### config.mk
export PLATFORM = sky130hd
export DESIGN_NAME = rec_rd_align
export DESIGN_NICKNAME = d
export VERILOG_FILES = /design/src/design/rec_geom_pkg.sv /design/src/design/rec_rd_align.sv
export VERILOG_INCLUDE_DIRS = /design/src /design/src/design
export SDC_FILE = /design/constraint.sdc
export NUM_CORES = 1
export LEC_CHECK = 0
export BUFFER_PORTS_ARGS = -buffer_cell sky130_fd_sc_hd__buf_2
export CAP_MARGIN = 20
export CORE_AREA = 5 5 203 205
export CTS_BUF_LIST = sky130_fd_sc_hd__clkbuf_4
export DETAILED_ROUTE_END_ITERATION = 10
export DIE_AREA = 0 0 208 210
export GPL_ROUTABILITY_DRIVEN = 0
export MAX_ROUTING_LAYER = met4
export PLACE_DENSITY = 0.42
export SETUP_SLACK_MARGIN = 0.3
export SYNTH_ARGS = -nofsm -noshare
export SYNTH_HDL_FRONTEND = slang
export SYNTH_SLANG_ARGS = --single-unit
### constraint.sdc
create_clock -name clk -period 9.3 [get_ports clk]
set_input_delay 1.86 -clock clk [delete_from_list [all_inputs] [get_ports clk]]
set_output_delay 1.86 -clock clk [all_outputs]
set_load 0.05 [all_outputs]
### src/design/rec_buf_defines.svh
`ifndef REC_BUF_DEFINES_SVH
`define REC_BUF_DEFINES_SVH

// Bits per pixel
`define PIXEL_WIDTH 8

// One bank word carries 8 pixels
`define BANK_WIDTH (`PIXEL_WIDTH * 8)

// 512 words per bank
`define BANK_AW 9

// Four banks side by side give one 32-pixel row
`define BANK_NUM 4

`endif
### src/design/rec_geom_pkg.sv
package rec_geom_pkg;

	typedef enum logic [1:0] {
		size_4x4   = 2'd0,
		size_8x8   = 2'd1,
		size_16x16 = 2'd2,
		size_32x32 = 2'd3
	} blk_size_e;

	localparam int COORD_W = 4; // Position in 4x4 units inside a 64x64 area
	localparam int IDX_W   = 5; // Row index inside a block

	typedef logic [COORD_W-1:0] coord_t;
	typedef logic [IDX_W-1:0]   row_idx_t;

	// Bank number in each 64-bit slot of a row, slot 0 in the top two bits.
	// Write and read sides share this table
	function automatic logic [7:0] lane_order(blk_size_e size, logic [1:0] x21,
			logic [1:0] idx10);
		logic [1:0] sel;
		case (size)
			size_16x16: sel = {x21[1], idx10[1]};
			size_32x32: sel = idx10;
			default:    sel = x21;
		endcase
		case (size)
			size_16x16: begin
				case (sel)
					2'd0:    lane_order = 8'b00_10_01_11;
					2'd1:    lane_order = 8'b10_00_11_01;
					2'd2:    lane_order = 8'b01_11_10_00;
					default: lane_order = 8'b11_01_00_10;
				endcase
			end
			size_32x32: begin
				case (sel)
					2'd0:    lane_order = 8'b00_10_01_11;
					2'd1:    lane_order = 8'b01_11_10_00;
					2'd2:    lane_order = 8'b10_00_11_01;
					default: lane_order = 8'b11_01_00_10;
				endcase
			end
			default: begin // 4x4 and 8x8 rotate by x
				case (sel)
					2'd0:    lane_order = 8'b00_01_10_11;
					2'd1:    lane_order = 8'b10_11_00_01;
					2'd2:    lane_order = 8'b01_10_11_00;
					default: lane_order = 8'b11_00_01_10;
				endcase
			end
		endcase
	endfunction

endpackage

### src/design/rec_rd_align.sv
`include "rec_buf_defines.svh"

module rec_rd_align (
	input  logic                              clk,
	input  logic                              rst_n,
	input  logic                              ren_i,
	input  rec_geom_pkg::blk_size_e           size_i,
	input  rec_geom_pkg::coord_t              x_i,
	input  rec_geom_pkg::row_idx_t            idx_i,
	input  logic [`BANK_WIDTH-1:0]            data0_i,
	input  logic [`BANK_WIDTH-1:0]            data1_i,
	input  logic [`BANK_WIDTH-1:0]            data2_i,
	input  logic [`BANK_WIDTH-1:0]            data3_i,
	output logic [`BANK_NUM*`BANK_WIDTH-1:0]  rdata_o
);

	localparam int ROW_W = `BANK_NUM * `BANK_WIDTH;

	rec_geom_pkg::blk_size_e  size_r;
	logic [1:0]               x_r;    // x[2:1] of the read in flight
	logic [1:0]               idx_r;  // idx[1:0] of the read in flight
	logic [2*`BANK_NUM-1:0]   order;
	logic [`BANK_WIDTH-1:0]   bank_data [`BANK_NUM];

	// Geometry loads at the same edge as the bank read registers
	always_ff @(posedge clk or negedge rst_n) begin
		if (!rst_n) begin
			size_r <= rec_geom_pkg::size_4x4;
			x_r    <= 2'b00;
			idx_r  <= 2'b00;
		end else if (ren_i) begin
			size_r <= size_i;
			x_r    <= x_i[2:1];
			idx_r  <= idx_i[1:0];
		end
	end

	assign bank_data[0] = data0_i;
	assign bank_data[1] = data1_i;
	assign bank_data[2] = data2_i;
	assign bank_data[3] = data3_i;

	assign order = rec_geom_pkg::lane_order(size_r, x_r, idx_r);

	// Put each bank word back in its slot
	always_comb begin
		for (int j = 0; j < `BANK_NUM; j++) begin
			rdata_o[ROW_W-1-j*`BANK_WIDTH -: `BANK_WIDTH] =
				bank_data[order[2*`BANK_NUM-1-2*j -: 2]];
		end
	end

endmodule

# Word-level counts from Yosys, hierarchy flattened
# Index checks and enable logic that the tools add are counted.
# W data, S select, Z words.
[totals]
word_cells = 33
output_inout_bits = 256
register_bits = 6
[classes]
mux = 17
bitwise = 4
eq_ne = 4
magnitude_cmp = 4
reduce_logical = 1
[op_table]
columns = ["op", "n"]
rows = [
  ["$bmux W64 S2", 4],
  ["$mux W64", 8],
  ["$pmux W8 S3", 3],
  ["$pmux W8 S2", 1],
  ["$ge A3 B3 Y1 const B", 4],
  ["$not A2 Y3", 4],
  ["$eq A2 B2 Y1 const B", 3],
  ["$pmux W2 S2", 1],
  ["$eq A2 B1 Y1 const B", 1],
  ["$logic_not A2 Y1", 1],
]

# Longest topological paths before layout
[logic_depth]
ltp_word = 9
mapped_depth = 11

# Least setup slack after synthesis
# No wires, ideal clock.
[synth_timing]
path_kind = "register to output"
startpoint = "reg size_r[0]"
endpoint = "out rdata_o[135]"
path_buffers = 3
stages_incl_launch_ff = 12
required_ns = 7.440
t_arrival_ns = 2.986
slack_ns = 4.454
cell_sequence = "dfrtp_1 > buf_4 > nand2b_1 > a31oi_1 > inv_1 > ha_1 > or3b_1 > a31o_2 > buf_6 > buf_6 > mux2i_1 > mux2i_1"
[synth_between]
elab_chain_len = 9
word_cells_on_any_way = 14
classes_between = "4 x eq/ne; 8 x mux; 1 x bitwise; 1 x reduce/logical"
[synth_rtl]
columns = ["item", "line_no", "text"]
rows = [
  ["from (decl)", "rec_rd_align.sv:19", "rec_geom_pkg::blk_size_e size_r;"],
  ["from (signal assigned)", "rec_rd_align.sv:28", "size_r <= rec_geom_pkg::size_4x4;"],
  ["from (signal assigned)", "rec_rd_align.sv:32", "size_r <= size_i;"],
  ["$eq A2 B2 Y1", "rec_geom_pkg.sv:21, rec_geom_pkg.sv:26", ""],
  ["$pmux W2 S2", "rec_geom_pkg.sv:21", "case (size)"],
  ["$eq A2 B2 Y1 (tied with other cells)", "rec_geom_pkg.sv:28, rec_geom_pkg.sv:36, rec_geom_pkg.sv:44", ""],
  ["$pmux W8 S3 (on tied branches)", "rec_geom_pkg.sv:44, rec_geom_pkg.sv:28, rec_geom_pkg.sv:36", ""],
  ["$pmux W8 S2 (*)", "rec_geom_pkg.sv:26", "case (size)"],
  ["$not A2 Y3 (*)", "rec_rd_align.sv:49", "bank_data[order[2*`BANK_NUM-1-2*j -: 2]];"],
  ["$bmux W64 S2 (*)", "rec_rd_align.sv:49", ""],
  ["$mux W64 (*) (2 in series)", "rec_rd_align.sv:49", ""],
  ["to (decl)", "rec_rd_align.sv:14", "output logic [`BANK_NUM*`BANK_WIDTH-1:0] rdata_o"],
]
# Every way passes the cells marked *; elsewhere a longest branch is shown, timed or not. The select of a mux whose other input is x is not followed.

# Final worst setup path
[layout_timing]
startpoint = "reg size_r[1]"
endpoint = "out rdata_o[115]"
# Same word-level chain as after synthesis.

==> summary.txt <==
Status
  • Status: completed

Global routing
  • Global-route wire length before repair: 53.4 mm
  • Initial antenna violation count: 1
  • Vias in the first global route: 8,477
  • Pin count of the biggest net entering global routing: 64
  • Total global routing overflow: 0
  • Total GRT Usage: 0.155

Worst setup path
  • Startpoint types: flop
  • CP max stage cell: dfrtp_1
  • CP top delay family: multiplexers
  • CP peak stage delay: 710 ps
  • CP arrival: 4480 ps
  • Buffers & Inverters on Critical Path: 2
  • WP data required: 7440 ps
  • Max FO, Critical Path: 33
  • Crit end category: primary output
  • WS Path Type: reg2out
  • Crit-path cells: nand2_1 -> mux2_2 -> ha_4 -> a21o_4 -> buf_4 -> mux4_2 -> buf_2

Synthesis
  • Synth Flop Type: dfrtp_1
  • YS warnings: 0
  • Mapped Avg Cell Area: 12.1 um^2
  • Cell Area, Synth: 7640 um^2
  • Post-synth EDFFs: 0
  • Sequential-to-total area share from yosys stat: 0.0197
  • Register bit total from synthesis: 6
  • Cells after synthesis: 629
  • FFs w/ async S/R, synth: 1.00
  • Number of library cell types mapped by synthesis: 26
  • Syn Nets: 903

Finish
  • Final nets: 1,373
  • Most common cell after layout, fill and taps aside: buf_2
  • Layout cells sized above 1: 0.622
  • Post-Layout Cell Count: 1,623
  • Most frequent cells in the layout: buf_2 (520), mux2i_1 (384), mux4_2 (128)
  • Area grow syn2layout: 39.8%

Power and ir drop
  • P_leak: 5.32 nW
  • VDD IR-drop max: 0.128 mV
  • PD cells: 274 nW/um^2

Clock network
  • Longest Clk Path Bufs: 2
  • CTS sink cnt: 6
  • CTS tree: done
  • Clock Pin Slew Worst Setup and Hold Paths: 50 ps
  • Setup Buffers After CTS: 0
  • H-tree levels: 1
  • Hold-fix buffers, CTS: 0
  • Cts repair resizes: 0
  • Clock root buffer: clkbuf_4
  • Inserted Clock Buffers: 3
  • Clock latency on the worst-skew pair: 240 ps

Detailed routing
  • DRT iter0 DRCs: 353
  • DRC: 0
  • DR pass1 iterations: 4
  • DRT Wirelength: 35.7 mm
  • Routed length per instance: 22.0 um
  • Antenna viol nets, final: 0
  • Avg Vias per Cell: 4.96
  • DR vias: 8,052

Floorplan
  • Num rows: 73
  • I/O pins: 526
  • Die Span Y: 210 um
  • Core region area: 39,300 um^2
  • Die width: 208 um
  • Initial core utilization: 0.194
  • Die ar.: 43,700 um^2

Timing
  • Clk_skew: 0 ps
  • Setup violators final: 0
  • Hold slack: 507 ps
  • Setup TNS Final: 0 ps
  • Tmin final: 6340 ps
  • Fmax: 158 MHz
  • Unrepaired setup endpoints after global routing: no
  • Max Slew Vio Count: 0
  • Final critical-path share of the clock period: 0.682
  • Slew headroom: 0.294
  • Worst slew pin tran: 1060 ps
  • Hold Fails Final Rpt: 0

Place
  • Hpwl dp: 28.6 mm
  • Cells after DPL: 1,619
  • I/O Buffers: 520

Hold path
  • HP Class: reg2reg

Job
  • Max-cap violations: 0
-- where the power goes --
group / internal (mW) / switching [mW] / leakage (nW)
clock network: 0.0146 / 0.00940 / 0.0138
registers: 0.0287 / 0.00542 / 0.0706
logic: 0.847 / 2.02 / 5.24
total: 0.891 / 2.04 / 5.32
-- logic make-up (layout without fill, tap and decap cells) --
logic type / Yosys count / after routing / synth area share
adders and majority gates: 4 / 4 / 0.00655
AOI/OAI and AO/OA: 11 / 11 / 0.00885
DFF: 6 / 6 / 0.0197
other: 0 / 1 / 0
buffers and inverters: 76 / 544 / 0.0655
muxes: 519 / 519 / 0.891
and+or+nand+nor: 13 / 13 / 0.00836
-- final timing paths --
check	startpoint	end	slack [ps]	cells past startpoint
setup / recovery	size_r[1]	rdata_o[115]	2960	7
hold / removal	x_r[1]	x_r[1]	510	1
setup reg to reg	size_r[1]	size_r[1]	8240	1
hold reg to reg	x_r[1]	x_r[1]	510	1
max in group asynchronous	rst_n	x_r[1]	7720	1
min in group asynchronous	rst_n	size_r[1]	1430	1
-- metal layers --
layer | GRT usage | routed length (um)
met3 | 0.0237 | 2020
met4 | 0.0249 | 546
met1 | 0.193 | 14900
met5 | - | 0
met2 | 0.272 | 18300
-- cells in the mapped netlist, drive strengths merged (2+ instances only) --
cell	n	area, um^2
a21oi	2	10.0
buf	63	450
clkbuf	9	35.0
dfrtp	6	150
ha	4	50.1
inv	4	15.0
mux2	6	67.6
mux2i	385	3850
mux4	128	2880
nand2	4	15.0
nor2	4	15.0
o21ai	4	20.0
-- cell type report --
class	count	area [um^2]
Antenna cell	1	2.50
Tap cell	525	657
Clock buffer	3	22.5
Multi-Input combinational cell	547	7070
Sequential cell	6	150
Inverter	4	15.0
Timing Repair Buffer	537	2760
Fill cell	4270	28600
-- registers in the layout (all words and copies together), names as in the netlist --
name / count
idx_r: 2
size_r: 2
x_r: 2
-- through the flow --
| step | setup slack (ps) | util | instance area, um^2 | power [mW] |
|---|---|---|---|---|
| after floorplan | 4450 | - | 7640 | 2.28 |
| after global placement | 3050 | 0.271 | 10600 | 2.93 |
| after detailed placement | 3050 | 0.271 | 10700 | 2.93 |
| after CTS | 2760 | 0.272 | 10700 | 2.97 |
| after global routing | 2610 | 0.272 | 10700 | 3.05 |
| final | 2960 | 0.272 | 10700 | 2.93 |
(Power assumes the default switching activity.)
