**src/design/rec_buf_defines.svh**
```systemverilog
`ifndef REC_BUF_DEFINES_SVH
`define REC_BUF_DEFINES_SVH

// Bits per pixel
`define PIXEL_WIDTH 8

// One bank word carries 8 pixels
`define BANK_WIDTH (`PIXEL_WIDTH * 8)

// 512 words per bank
`define BANK_AW 9

// Four banks side by side give one 32-pixel row
`define BANK_NUM 4

`endif
```
**src/design/rec_mem_pkg.sv**
```systemverilog
package rec_mem_pkg;

	// Buffer regions, one per encoder stage plus chroma
	typedef enum logic [1:0] {
		region_pre    = 2'd0, // Luma prediction
		region_min    = 2'd1, // Luma after mode decision
		region_ec     = 2'd2, // Luma for entropy coding
		region_chroma = 2'd3
	} region_e;

	localparam int MID_W = 2;
	localparam int LOW_W = 5;

	// Bank address, region in the top bits
	typedef struct packed {
		region_e          region;
		logic [MID_W-1:0] mid;  // {y[3], x[3]} or {cbank, sel[0]} for chroma
		logic [LOW_W-1:0] low;  // Row and column within the 32x32 quadrant
	} bank_addr_t;

endpackage

```
**src/design/rec_geom_pkg.sv**
```systemverilog
package rec_geom_pkg;

	typedef enum logic [1:0] {
		size_4x4   = 2'd0,
		size_8x8   = 2'd1,
		size_16x16 = 2'd2,
		size_32x32 = 2'd3
	} blk_size_e;

	localparam int COORD_W = 4; // Position in 4x4 units inside a 64x64 area
	localparam int IDX_W   = 5; // Row index inside a block

	typedef logic [COORD_W-1:0] coord_t;
	typedef logic [IDX_W-1:0]   row_idx_t;

	// Bank number in each 64-bit slot of a row, slot 0 in the top two bits.
	// Write and read sides share this table
	function automatic logic [7:0] lane_order(blk_size_e size, logic [1:0] x21,
			logic [1:0] idx10);
		logic [1:0] sel;
		case (size)
			size_16x16: sel = {x21[1], idx10[1]};
			size_32x32: sel = idx10;
			default:    sel = x21;
		endcase
		case (size)
			size_16x16: begin
				case (sel)
					2'd0:    lane_order = 8'b00_10_01_11;
					2'd1:    lane_order = 8'b10_00_11_01;
					2'd2:    lane_order = 8'b01_11_10_00;
					default: lane_order = 8'b11_01_00_10;
				endcase
			end
			size_32x32: begin
				case (sel)
					2'd0:    lane_order = 8'b00_10_01_11;
					2'd1:    lane_order = 8'b01_11_10_00;
					2'd2:    lane_order = 8'b10_00_11_01;
					default: lane_order = 8'b11_01_00_10;
				endcase
			end
			default: begin // 4x4 and 8x8 rotate by x
				case (sel)
					2'd0:    lane_order = 8'b00_01_10_11;
					2'd1:    lane_order = 8'b10_11_00_01;
					2'd2:    lane_order = 8'b01_10_11_00;
					default: lane_order = 8'b11_00_01_10;
				endcase
			end
		endcase
	endfunction

endpackage

```
**src/design/rec_addr_gen.sv**
```systemverilog
`include "rec_buf_defines.svh"

module rec_addr_gen (
	input  rec_geom_pkg::blk_size_e size_i,
	input  rec_geom_pkg::coord_t    x_i,        // Top left 4x4 block x
	input  rec_geom_pkg::coord_t    y_i,        // Top left 4x4 block y
	input  rec_geom_pkg::row_idx_t  idx_i,      // Row within the block
	input  rec_mem_pkg::region_e    region0_i,
	input  rec_mem_pkg::region_e    region1_i,
	input  rec_mem_pkg::region_e    region2_i,
	input  rec_mem_pkg::region_e    region3_i,
	input  logic                    cbank_i,
	input  logic [1:0]              sel_i,
	output logic [`BANK_AW-1:0]     addr0_o,
	output logic [`BANK_AW-1:0]     addr1_o,
	output logic [`BANK_AW-1:0]     addr2_o,
	output logic [`BANK_AW-1:0]     addr3_o
);

	rec_mem_pkg::region_e    region [`BANK_NUM];
	rec_mem_pkg::bank_addr_t addr [`BANK_NUM];
	logic [2:0]              row_sel;  // Low address bits 4:2, same for every bank
	logic [1:0]              col_off;  // Column offset for 4x4 and 8x8

	assign region[0] = region0_i;
	assign region[1] = region1_i;
	assign region[2] = region2_i;
	assign region[3] = region3_i;

	always_comb begin
		case (size_i)
			rec_geom_pkg::size_4x4:   row_sel = y_i[2:0];
			rec_geom_pkg::size_8x8:   row_sel = {y_i[2:1], idx_i[2]};
			rec_geom_pkg::size_16x16: row_sel = {y_i[2], idx_i[3:2]};
			default:                  row_sel = idx_i[4:2];
		endcase
	end

	always_comb begin
		case (x_i[2:1])
			2'd0:    col_off = 2'd0;
			2'd1:    col_off = 2'd2;
			2'd2:    col_off = 2'd3;
			default: col_off = 2'd1;
		endcase
	end

	always_comb begin
		for (int k = 0; k < `BANK_NUM; k++) begin
			addr[k].region = region[k];
			// Chroma reuses the quadrant bits for its own sub-banks
			if (region[k] == rec_mem_pkg::region_chroma) begin
				addr[k].mid = {cbank_i, sel_i[0]};
			end else begin
				addr[k].mid = {y_i[3], x_i[3]};
			end
			case (size_i)
				rec_geom_pkg::size_16x16: addr[k].low[1:0] = {idx_i[1], x_i[2] ^ k[0]};
				rec_geom_pkg::size_32x32: addr[k].low[1:0] = idx_i[1:0];
				default:                  addr[k].low[1:0] = 2'(k) + col_off; // Wraps mod 4
			endcase
			addr[k].low[4:2] = row_sel;
		end
	end

	assign addr0_o = addr[0];
	assign addr1_o = addr[1];
	assign addr2_o = addr[2];
	assign addr3_o = addr[3];

endmodule

```
**config.mk**
```make
export PLATFORM = sky130hd
export DESIGN_NAME = rec_addr_gen
export DESIGN_NICKNAME = d
export VERILOG_FILES = /design/src/design/rec_mem_pkg.sv /design/src/design/rec_geom_pkg.sv /design/src/design/rec_addr_gen.sv
export VERILOG_INCLUDE_DIRS = /design/src /design/src/design
export SDC_FILE = /design/constraint.sdc
export NUM_CORES = 1
export LEC_CHECK = 0
export BUFFER_PORTS_ARGS = -buffer_cell sky130_fd_sc_hd__buf_4
export CORE_AREA = 2 2 39 41
export DETAILED_ROUTE_END_ITERATION = 6
export DIE_AREA = 0 0 41 43
export PLACE_DENSITY = 0.86
export SYNTH_ARGS = -nofsm -noshare
export SYNTH_HDL_FRONTEND = slang
export SYNTH_SLANG_ARGS = --single-unit
```
**constraint.sdc**
```tcl
create_clock -name vclk -period 2.4
set_input_delay 0.48 -clock vclk [all_inputs]
set_output_delay 0.48 -clock vclk [all_outputs]
set_load 0.02 [all_outputs]
```
## Word level (Yosys, flattened, before mapping)

Index checks and enable logic that the tools add are counted.
Widths: inputs -> output; s select.

- Bits in read-only memories: 0
- Bits in latches: 0
- Output and inout bits: 36
- Memories: 0
- Flip-flop bits (word level): 0
- Memory bits (writable): 0

- Div/mod/pow operators: 0
- Multipliers: 0
- Multiplexer cells: 10
- Shift-type cells: 0
- Magnitude comparators: 0
- Reduce and logical (&&, ||, !) cells: 2
- Eq/ne operators: 9
- Bitwise logic cells: 1
- Add/sub/neg operators: 3

Operators with widths:

| kind | count |
|---|---|
| $pmux 2 s2 | 4 |
| $eq 2x2->1 const B | 7 |
| $pmux 3 s3 | 1 |
| $mux 2 | 4 |
| $pmux 2 s3 | 1 |
| $add 2x2->2 const A | 2 |
| $eq 2x1->1 const B | 2 |
| $logic_not 2->1 | 2 |
| $add 1x2->2 const A | 1 |
| $not 1->1 | 1 |

## Logic depth before layout (Yosys ltp)

Gate-level depths: netlist of run 1.

- Depth in word-level cells: 4
- Gate-level depth with buffers: 5
- Gate-level depth less buffers: 4

## Worst setup path before layout of run 1

Ideal clock, no wire load.

- Path type: in2out
- From: input x_i[1]
- To: output addr3_o[1]
- Setup slack: 448 ps
- Stages on the path: 4
- Buffers on the path: 0
- Data arrival time: 1472 ps
- Required time: 1920 ps
- Path through: inv_1 -> ha_1 -> o21a_1 -> o31ai_1

- Word-level cells in the longest chain between the ends: 4
- Elaborated cells on any way between the ends: 6
- Classes of those cells: add/sub: 1; eq/ne: 2; mux: 2; reduce/logical: 1

RTL lines:

| what | line | source |
|---|---|---|
| from (decl) | rec_addr_gen.sv:5 | `input rec_geom_pkg::coord_t x_i,` |
| $eq 2x2->1 (tied with other cells) | rec_addr_gen.sv:40 | `case (x_i[2:1])` |
| $pmux 2 s3 * | rec_addr_gen.sv:40 |  |
| $add 2x2->2 * | rec_addr_gen.sv:60 | `default: addr[k].low[1:0] = 2'(k) + col_off;` |
| $pmux 2 s2 * | rec_addr_gen.sv:57 | `case (size_i)` |
| to (decl) | rec_addr_gen.sv:17 | `` output logic [`BANK_AW-1:0] addr3_o `` |

Mark *: on every way between the ends. The rest lies on a longest branch, timed or not.

## Final worst setup path of run 1

- From: input x_i[1]
- To: output addr1_o[1]

- Word-level cells in the longest chain between the ends: 4
- Elaborated cells on any way between the ends: 6
- Classes of those cells: add/sub: 1; eq/ne: 2; mux: 2; reduce/logical: 1

RTL lines:

| what | line | source |
|---|---|---|
| $eq 2x2->1 (tied with other cells) | rec_addr_gen.sv:40 |  |
| $pmux 2 s3 * | rec_addr_gen.sv:40 |  |
| $add 1x2->2 * | rec_addr_gen.sv:60 |  |
| $pmux 2 s2 * | rec_addr_gen.sv:57 |  |
| to (decl) | rec_addr_gen.sv:15 | `` output logic [`BANK_AW-1:0] addr1_o, `` |

Marks and branches as above.

==> results of run 1 <==
-- report_power, final --
| group | internal [mW] | leakage [nW] | switching, mW |
|---|---|---|---|
| Sequential | 0 | 0 | 0 |
| Clock | 0 | 0 | 0 |
| Combinational | 0.108 | 0.411 | 0.112 |
| Total | 0.108 | 0.411 | 0.112 |
-- synth_stat cells --
| cell type | n |
|---|---|
| mux2_4 | 1 |
| o31a_1 | 1 |
| mux2_2 | 10 |
| nor3_1 | 2 |
| nand2b_1 | 2 |
| nand2_1 | 6 |
| nand2_4 | 1 |
| buf_6 | 1 |
| inv_1 | 2 |
| ha_1 | 2 |
| or2b_1 | 1 |
| a31oi_1 | 1 |
| nor2_1 | 1 |
| o31ai_1 | 1 |
| buf_4 | 19 |
| o21ai_0 | 1 |
| o21a_1 | 2 |
| a31o_1 | 1 |
-- layer usage --
layer | vias to the layer above | global-route usage (%) | share of wire (%)
li1 | 250 | - | -
met2 | 45 | 30.0 | 55
met4 | 0 | 0 | 0
met5 | - | 0 | 0
met1 | 226 | 9.18 | 29
met3 | 0 | 1.57 | 17
-- kinds of logic after synthesis --
logic type	count (synthesis)	share of synthesized area [%]
buf+inv	22	37.3
mux	11	29.5
fa+ha+maj	2	5.78
simple gates	13	15.6
compound gates	7	11.8
-- stage by stage --
stage,cells,power [mW],area [sq um]
3_3_place_gp,111,0.217,749
2_1_floorplan,55,0.141,433
5_1_grt,111,0.234,749
3_5_place_dp,111,0.222,749
4_1_cts,111,0.222,749
6_report,111,0.220,749
-- final timing paths --
kind,startpoint,endpoint,slack (ps),depth (start not counted)
setup / recovery,x_i[1],addr1_o[1],470,6
hold / removal,region1_i[1],addr1_o[8],1170,2
-- cell type report --
| cell class | count | area [sq um] | share of cell area [%] |
|---|---|---|---|
| repair buffers | 60 | 450 | 60.1 |
| multi-input cells | 33 | 272 | 36.2 |
| well taps | 16 | 20.0 | 2.67 |
| inverters | 2 | 7.51 | 1.00 |
==> reports/results.ini, run 1 <==
[critical_path]
crit_type=in2out
cpMostUsedCell=buf_4
start_kind=input port
path_buf_inv=3
cp-end-kind=output port
max_stage_delay_ps=310
cp.required_ps=1920
cpLargestDelayFamily=adder cells
path_cells=buf_4 > inv_1 > ha_1 > nor3_1 > o31a_1 > buf_4
worst_path_max_delay_cell=ha_1
critPathMaxFanout=3
crit_arrival_ps=1450

[yosys]
synth_area_leader_cell=buf_4
seq_area_frac_synth_pct=0
synth.distinct_cells=18
syn_nets=83
synth.area.top_cells=buf_4 (33%), mux2_2 (26%), ha_1 (5.8%), nand2_1 (5.2%), mux2_4 (3.5%)
synth_top_area_share_pct=32.9
yosysWarnings=0
syn-instance-count=55
syn_area_per_cell_sq_um=7.87
netlist_area_sq_um=433

[timing]
tightestPinTransition_ps=249
whs_ps=1170
period_minus_slack_ps=1930
fin_crit_sh_pct=80.3
finalHoldViolations=0
setup-tns-final_ps=0
worst_slew_margin_rel_pct=83.2
max_clock_freq_mhz=519
worst_slack_ps=474
final_max_slew_viol_count=0
setup_viol=0
rsz0062_at_grt=no

[floorplan]
row_count=14
coreArea_sq_mm=0.00138
die_w_microns=41
start_util_pct=31.3
die_area_sq_mm=0.00176
die_h_microns=43
ios=62

[grt]
grt_use_total_pct=12.8
antenna_found_initial=0
grt_pass1_wl_mm=1.66
grt_pass1_vias=467
grt_start_max_net_pins=13
overflow=0

[finish]
n_fill_cell=136
seq_area_sq_um=0
nClkBuffers=0
seq_cell_count=0
layout_commonest_cell=buf_4
final_cell_mix=buf_4 (60), mux2_2 (10), nand2_1 (6)
num_antenna_cells=0
post-route-util_pct=54.2
drive_gt1_share_pct=75.8
syn_to_final_growth_pct=73.1
nNetsFinal=125

[drt]
wl_per_cell_microns=11.7
dr.pass1.iters=4
finalWirelength_mm=1.30
vias_per_cell=4.69
antenna_left=0
vias=521
drt_iter0_markers=2
drc=0

[run]
max_cap_viol_count=0

[placement]
place_congestion=0.638
place_ws_ps=468
port_buffers=60

[worst_hold_path]
timing.hold.worst.class=in2out

[cts]
post_cts_resized=0
post_cts_buffers=0
cts_hold_buffers=0

[power]
leakagePower_nw=0.411
ir_drop_uv=139
power_density_mw_per_mm2=293

[outcome]
outcome=completed

(Power assumes the default switching activity.)
==> run 2, diff against run 1 <==
--- a/config.mk
+++ b/config.mk
@@ -7,10 +7,10 @@
 export NUM_CORES = 1
 export LEC_CHECK = 0
 export BUFFER_PORTS_ARGS = -buffer_cell sky130_fd_sc_hd__buf_4
-export CORE_AREA = 2 2 39 41
+export CORE_AREA = 2 2 40 42
 export DETAILED_ROUTE_END_ITERATION = 6
-export DIE_AREA = 0 0 41 43
-export PLACE_DENSITY = 0.86
+export DIE_AREA = 0 0 42 44
+export PLACE_DENSITY = 0.82
 export SYNTH_ARGS = -nofsm -noshare
 export SYNTH_HDL_FRONTEND = slang
 export SYNTH_SLANG_ARGS = --single-unit
==> constraint.sdc (replaced) <==
create_clock -name vclk -period 2
set_input_delay 0.4 -clock vclk [all_inputs]
set_output_delay 0.4 -clock vclk [all_outputs]
set_load 0.02 [all_outputs]
==> run 2 against run 1 <==
Worst hold slack worse by 160 ps; setup slack worse by 220 ps; critical path type unchanged; flip-flop and latch count unchanged; cell area unchanged; critical path depth unchanged; global-route usage down 1.7 points; die area up 4.8%; combinational power up 19%; total power up 19%; first-iteration DRC count down 100%; final cell count unchanged; sequential share of layout area unchanged.
==> reports/results.ini, run 2 (synthesis results as in run 1) <==
[timing]
setup-tns-final_ps=0
tightestPinTransition_ps=274
rsz0062_at_grt=no
period_minus_slack_ps=1750
fin_crit_sh_pct=87.3
whs_ps=1010
max_clock_freq_mhz=573
finalHoldViolations=0
worst_slew_margin_rel_pct=81.6
setup_viol=0
final_max_slew_viol_count=0

[critical_path]
start_kind=input port
crit_type=in2out
cp-end-kind=output port
critPathMaxFanout=3
cpMostUsedCell=buf_4
path_cells=buf_4 > inv_1 > ha_1 > nor3_1 > o31a_1 > buf_4
max_stage_delay_ps=310
crit_arrival_ps=1350
worst_path_max_delay_cell=ha_1
cp.required_ps=1600

[power]
p_sw_mw=0.133
combPwrFrac_pct=100.0
clkPwrFrac_pct=0
ir_drop_uv=164
power_density_mw_per_mm2=349
seqPwrFrac_pct=0
internal_power_mw=0.129
leakagePower_nw=0.411
p_sw_share_pct=50.8

[finish]
nClkBuffers=0
post-route-util_pct=52.8
final_cell_mix=buf_4 (60), mux2_2 (10), nand2_1 (6)
drive_gt1_share_pct=75.8
syn_to_final_growth_pct=73.1
seq_cell_count=0
seq_area_sq_um=0
layout_commonest_cell=buf_4
num_antenna_cells=0
nNetsFinal=125

[drt]
vias_per_cell=4.68
dr.pass1.iters=1
antenna_left=0
drc=0
finalWirelength_mm=1.19
vias=520
wl_per_cell_microns=10.7
drt_iter0_markers=0

[cts]
post_cts_buffers=0
post_cts_resized=0
cts_hold_buffers=0

[worst_hold_path]
holdCritStartpoint=region2_i[1]
min_to=addr2_o[8]
timing.hold.worst.class=in2out
hold_depth=2

[grt]
antenna_found_initial=0
grt_start_max_net_pins=13
overflow=0
grt_pass1_vias=396
grt_use_total_pct=11.1
grt_pass1_wl_mm=1.67

[floorplan]
die_area_sq_mm=0.00185
start_util_pct=30.5
coreArea_sq_mm=0.00142
row_count=14
die_w_microns=42
ios=62
die_h_microns=44

[outcome]
outcome=completed

[placement]
port_buffers=60
place_congestion=0.658
dp_hpwl_mm=1.11

[run]
max_cap_viol_count=0

run 2: cell counts in the layout (fill, tap and decap cells not counted):
Identical to the previous run, type by type.
run 2: how the worst max path moves through the flow:
stage	from	endpoint	slack [ps]	cells past startpoint
6_report	x_i[1]	addr1_o[1]	250	6
5_1_grt	x_i[1]	addr1_o[1]	210	6
4_1_cts	x_i[1]	addr1_o[1]	250	6
3_5_place_dp	x_i[1]	addr1_o[1]	260	6
3_3_place_gp	x_i[1]	addr1_o[1]	260	6
2_1_floorplan	x_i[1]	addr3_o[1]	210	4
run 2: layer usage:
metal  track usage (%)  wire (microns)
met1              9.63             343
met2              26.6             652
met3              1.67             195
met4                 0               0
met5                 0               0
run 2: worst max-delay path: cells and delay by family:
family,cells,cell delay [ps]
compound gates,1,170
fa+ha+maj,1,310
buf+inv,3,250
simple gates,1,210
run 2: through the flow:
| step | setup slack [ps] | instances | instance area, sq um | power (mW) |
|---|---|---|---|---|
| 3_5_place_dp | 257 | 111 | 749 | 0.264 |
| 4_1_cts | 251 | 111 | 749 | 0.265 |
| 3_3_place_gp | 265 | 111 | 749 | 0.259 |
| 5_1_grt | 210 | 111 | 749 | 0.277 |
| 2_1_floorplan | 208 | 55 | 433 | 0.169 |
| 6_report | 254 | 111 | 749 | 0.262 |
run 2: layout make-up:
class,instances,area [sq um]
fill,130,669
inverter,2,7.51
multi-input combinational,33,272
tap,16,20.0
timing repair buffer,60,450
run 2: power by group through the flow:
stage / Sequential (mW) / Combinational, mW / Clock [mW]
6_report: 0 / 0.262 / 0
4_1_cts: 0 / 0.265 / 0
2_1_floorplan: 0 / 0.169 / 0
3_3_place_gp: 0 / 0.259 / 0
5_1_grt: 0 / 0.277 / 0
3_5_place_dp: 0 / 0.264 / 0
==> run 3, diff against run 2 <==
--- a/config.mk
+++ b/config.mk
@@ -10,6 +10,7 @@
 export CORE_AREA = 2 2 40 42
 export DETAILED_ROUTE_END_ITERATION = 6
 export DIE_AREA = 0 0 42 44
+export MAX_ROUTING_LAYER = met4
 export PLACE_DENSITY = 0.82
 export SYNTH_ARGS = -nofsm -noshare
 export SYNTH_HDL_FRONTEND = slang
==> run 3 against run 2 <==
Global-route usage up 0.35 points; final cell count is the same; non-clock buffer count did not move; critical path type unchanged; setup slack unchanged; largest power group unchanged; die area unchanged; critical path depth did not move; sequential share of layout area did not move; via count unchanged.
==> reports/results.ini, run 3 (synthesis results as in run 1) <==
[finish]
drive_gt1_share_pct=75.8
n_fill_cell=130
post-route-util_pct=52.8
syn_to_final_growth_pct=73.1
nNetsFinal=125
seq_area_sq_um=0
seq_cell_count=0
num_antenna_cells=0
final_cell_mix=buf_4 (60), mux2_2 (10), nand2_1 (6)
layout_commonest_cell=buf_4
nClkBuffers=0
design_area_sq_um=749

[drt]
drc=0
antenna_left=0
dr.pass1.iters=1
vias=520
wl_per_cell_microns=10.7
vias_per_cell=4.68
drt_iter0_markers=0
finalWirelength_mm=1.19

[placement]
port_buffers=60
place_congestion=0.664
post_dp_cell_area_sq_um=749
dp_hpwl_mm=1.11

[grt]
antenna_found_initial=0
overflow=0
grt_use_total_pct=11.4
grt_pass1_wl_mm=1.67
grt_start_max_net_pins=13
grt_pass1_vias=396

[critical_path]
path_cells=buf_4 > inv_1 > ha_1 > nor3_1 > o31a_1 > buf_4
crit_path_end=addr1_o[1]
critPathMaxFanout=3
start_kind=input port
max_stage_delay_ps=310
crit_arrival_ps=1350
cp.required_ps=1600
crit_type=in2out
worstSetupStartpoint=x_i[1]
cp-end-kind=output port
worst_path_max_delay_cell=ha_1
cpMostUsedCell=buf_4

[timing]
tightestPinTransition_ps=274
fin_crit_sh_pct=87.3
rsz0062_at_grt=no
setup_viol=0
final_max_slew_viol_count=0
setup-tns-final_ps=0
worst_slew_margin_rel_pct=81.6
finalHoldViolations=0
period_minus_slack_ps=1750
max_clock_freq_mhz=573

[cts]
cts_hold_buffers=0
post_cts_resized=0
post_cts_buffers=0

[power]
power_density_mw_per_mm2=349
finalPower_mw=0.262
leakagePower_nw=0.411
ir_drop_uv=164

[floorplan]
die_h_microns=44
die_w_microns=42
die_area_sq_mm=0.00185
row_count=14
start_util_pct=30.5
ios=62
coreArea_sq_mm=0.00142

[worst_hold_path]
timing.hold.worst.class=in2out
holdCritStartpoint=region2_i[1]

[run]
max_cap_viol_count=0

[outcome]
outcome=completed

## run 3: cell counts in the layout (fill, tap and decap cells not counted)
No cell type changed its count.
## run 3: how the worst min path moves through the flow
stage	end	slack [ps]	depth (start not counted)
2_1_floorplan	addr0_o[7]	910	1
3_3_place_gp	addr1_o[8]	1010	2
3_5_place_dp	addr2_o[8]	1010	2
4_1_cts	addr2_o[8]	1010	2
5_1_grt	addr2_o[8]	1010	2
6_report	addr2_o[8]	1010	2
## run 3: worst max-delay path: cells and delay by family
| kind | cells | cell delay (ps) |
|---|---|---|
| and+or+nand+nor | 1 | 210 |
| buffers and inverters | 3 | 250 |
| AOI/OAI and AO/OA | 1 | 170 |
| adders and majority gates | 1 | 310 |
## run 3: cell type report
type	count	area (sq um)	share of cell area (%)
Tap cell	16	20.0	2.67
Inverter	2	7.51	1.00
Multi-Input combinational cell	33	272	36.2
Timing Repair Buffer	60	450	60.1
## run 3: power by group
group / leakage (nW) / total [mW] / switching [mW] / internal, mW
combinational: 0.411 / 0.262 / 0.133 / 0.129
sequential: 0 / 0 / 0 / 0
clock: 0 / 0 / 0 / 0
total: 0.411 / 0.262 / 0.133 / 0.129
## run 3: layer usage
layer	global-route usage [%]	share of wire, %	wire (microns)
met5	-	0	0
met4	0	0	0
met3	1.25	16	194
met2	26.6	55	652
met1	9.88	29	344
## run 3: through the flow
stage          hold slack (ps)  setup slack [ps]  cells
6_report                  1010               254    111
3_5_place_dp              1010               257    111
4_1_cts                   1010               251    111
5_1_grt                   1010               210    111
2_1_floorplan              913               208     55
3_3_place_gp              1010               265    111
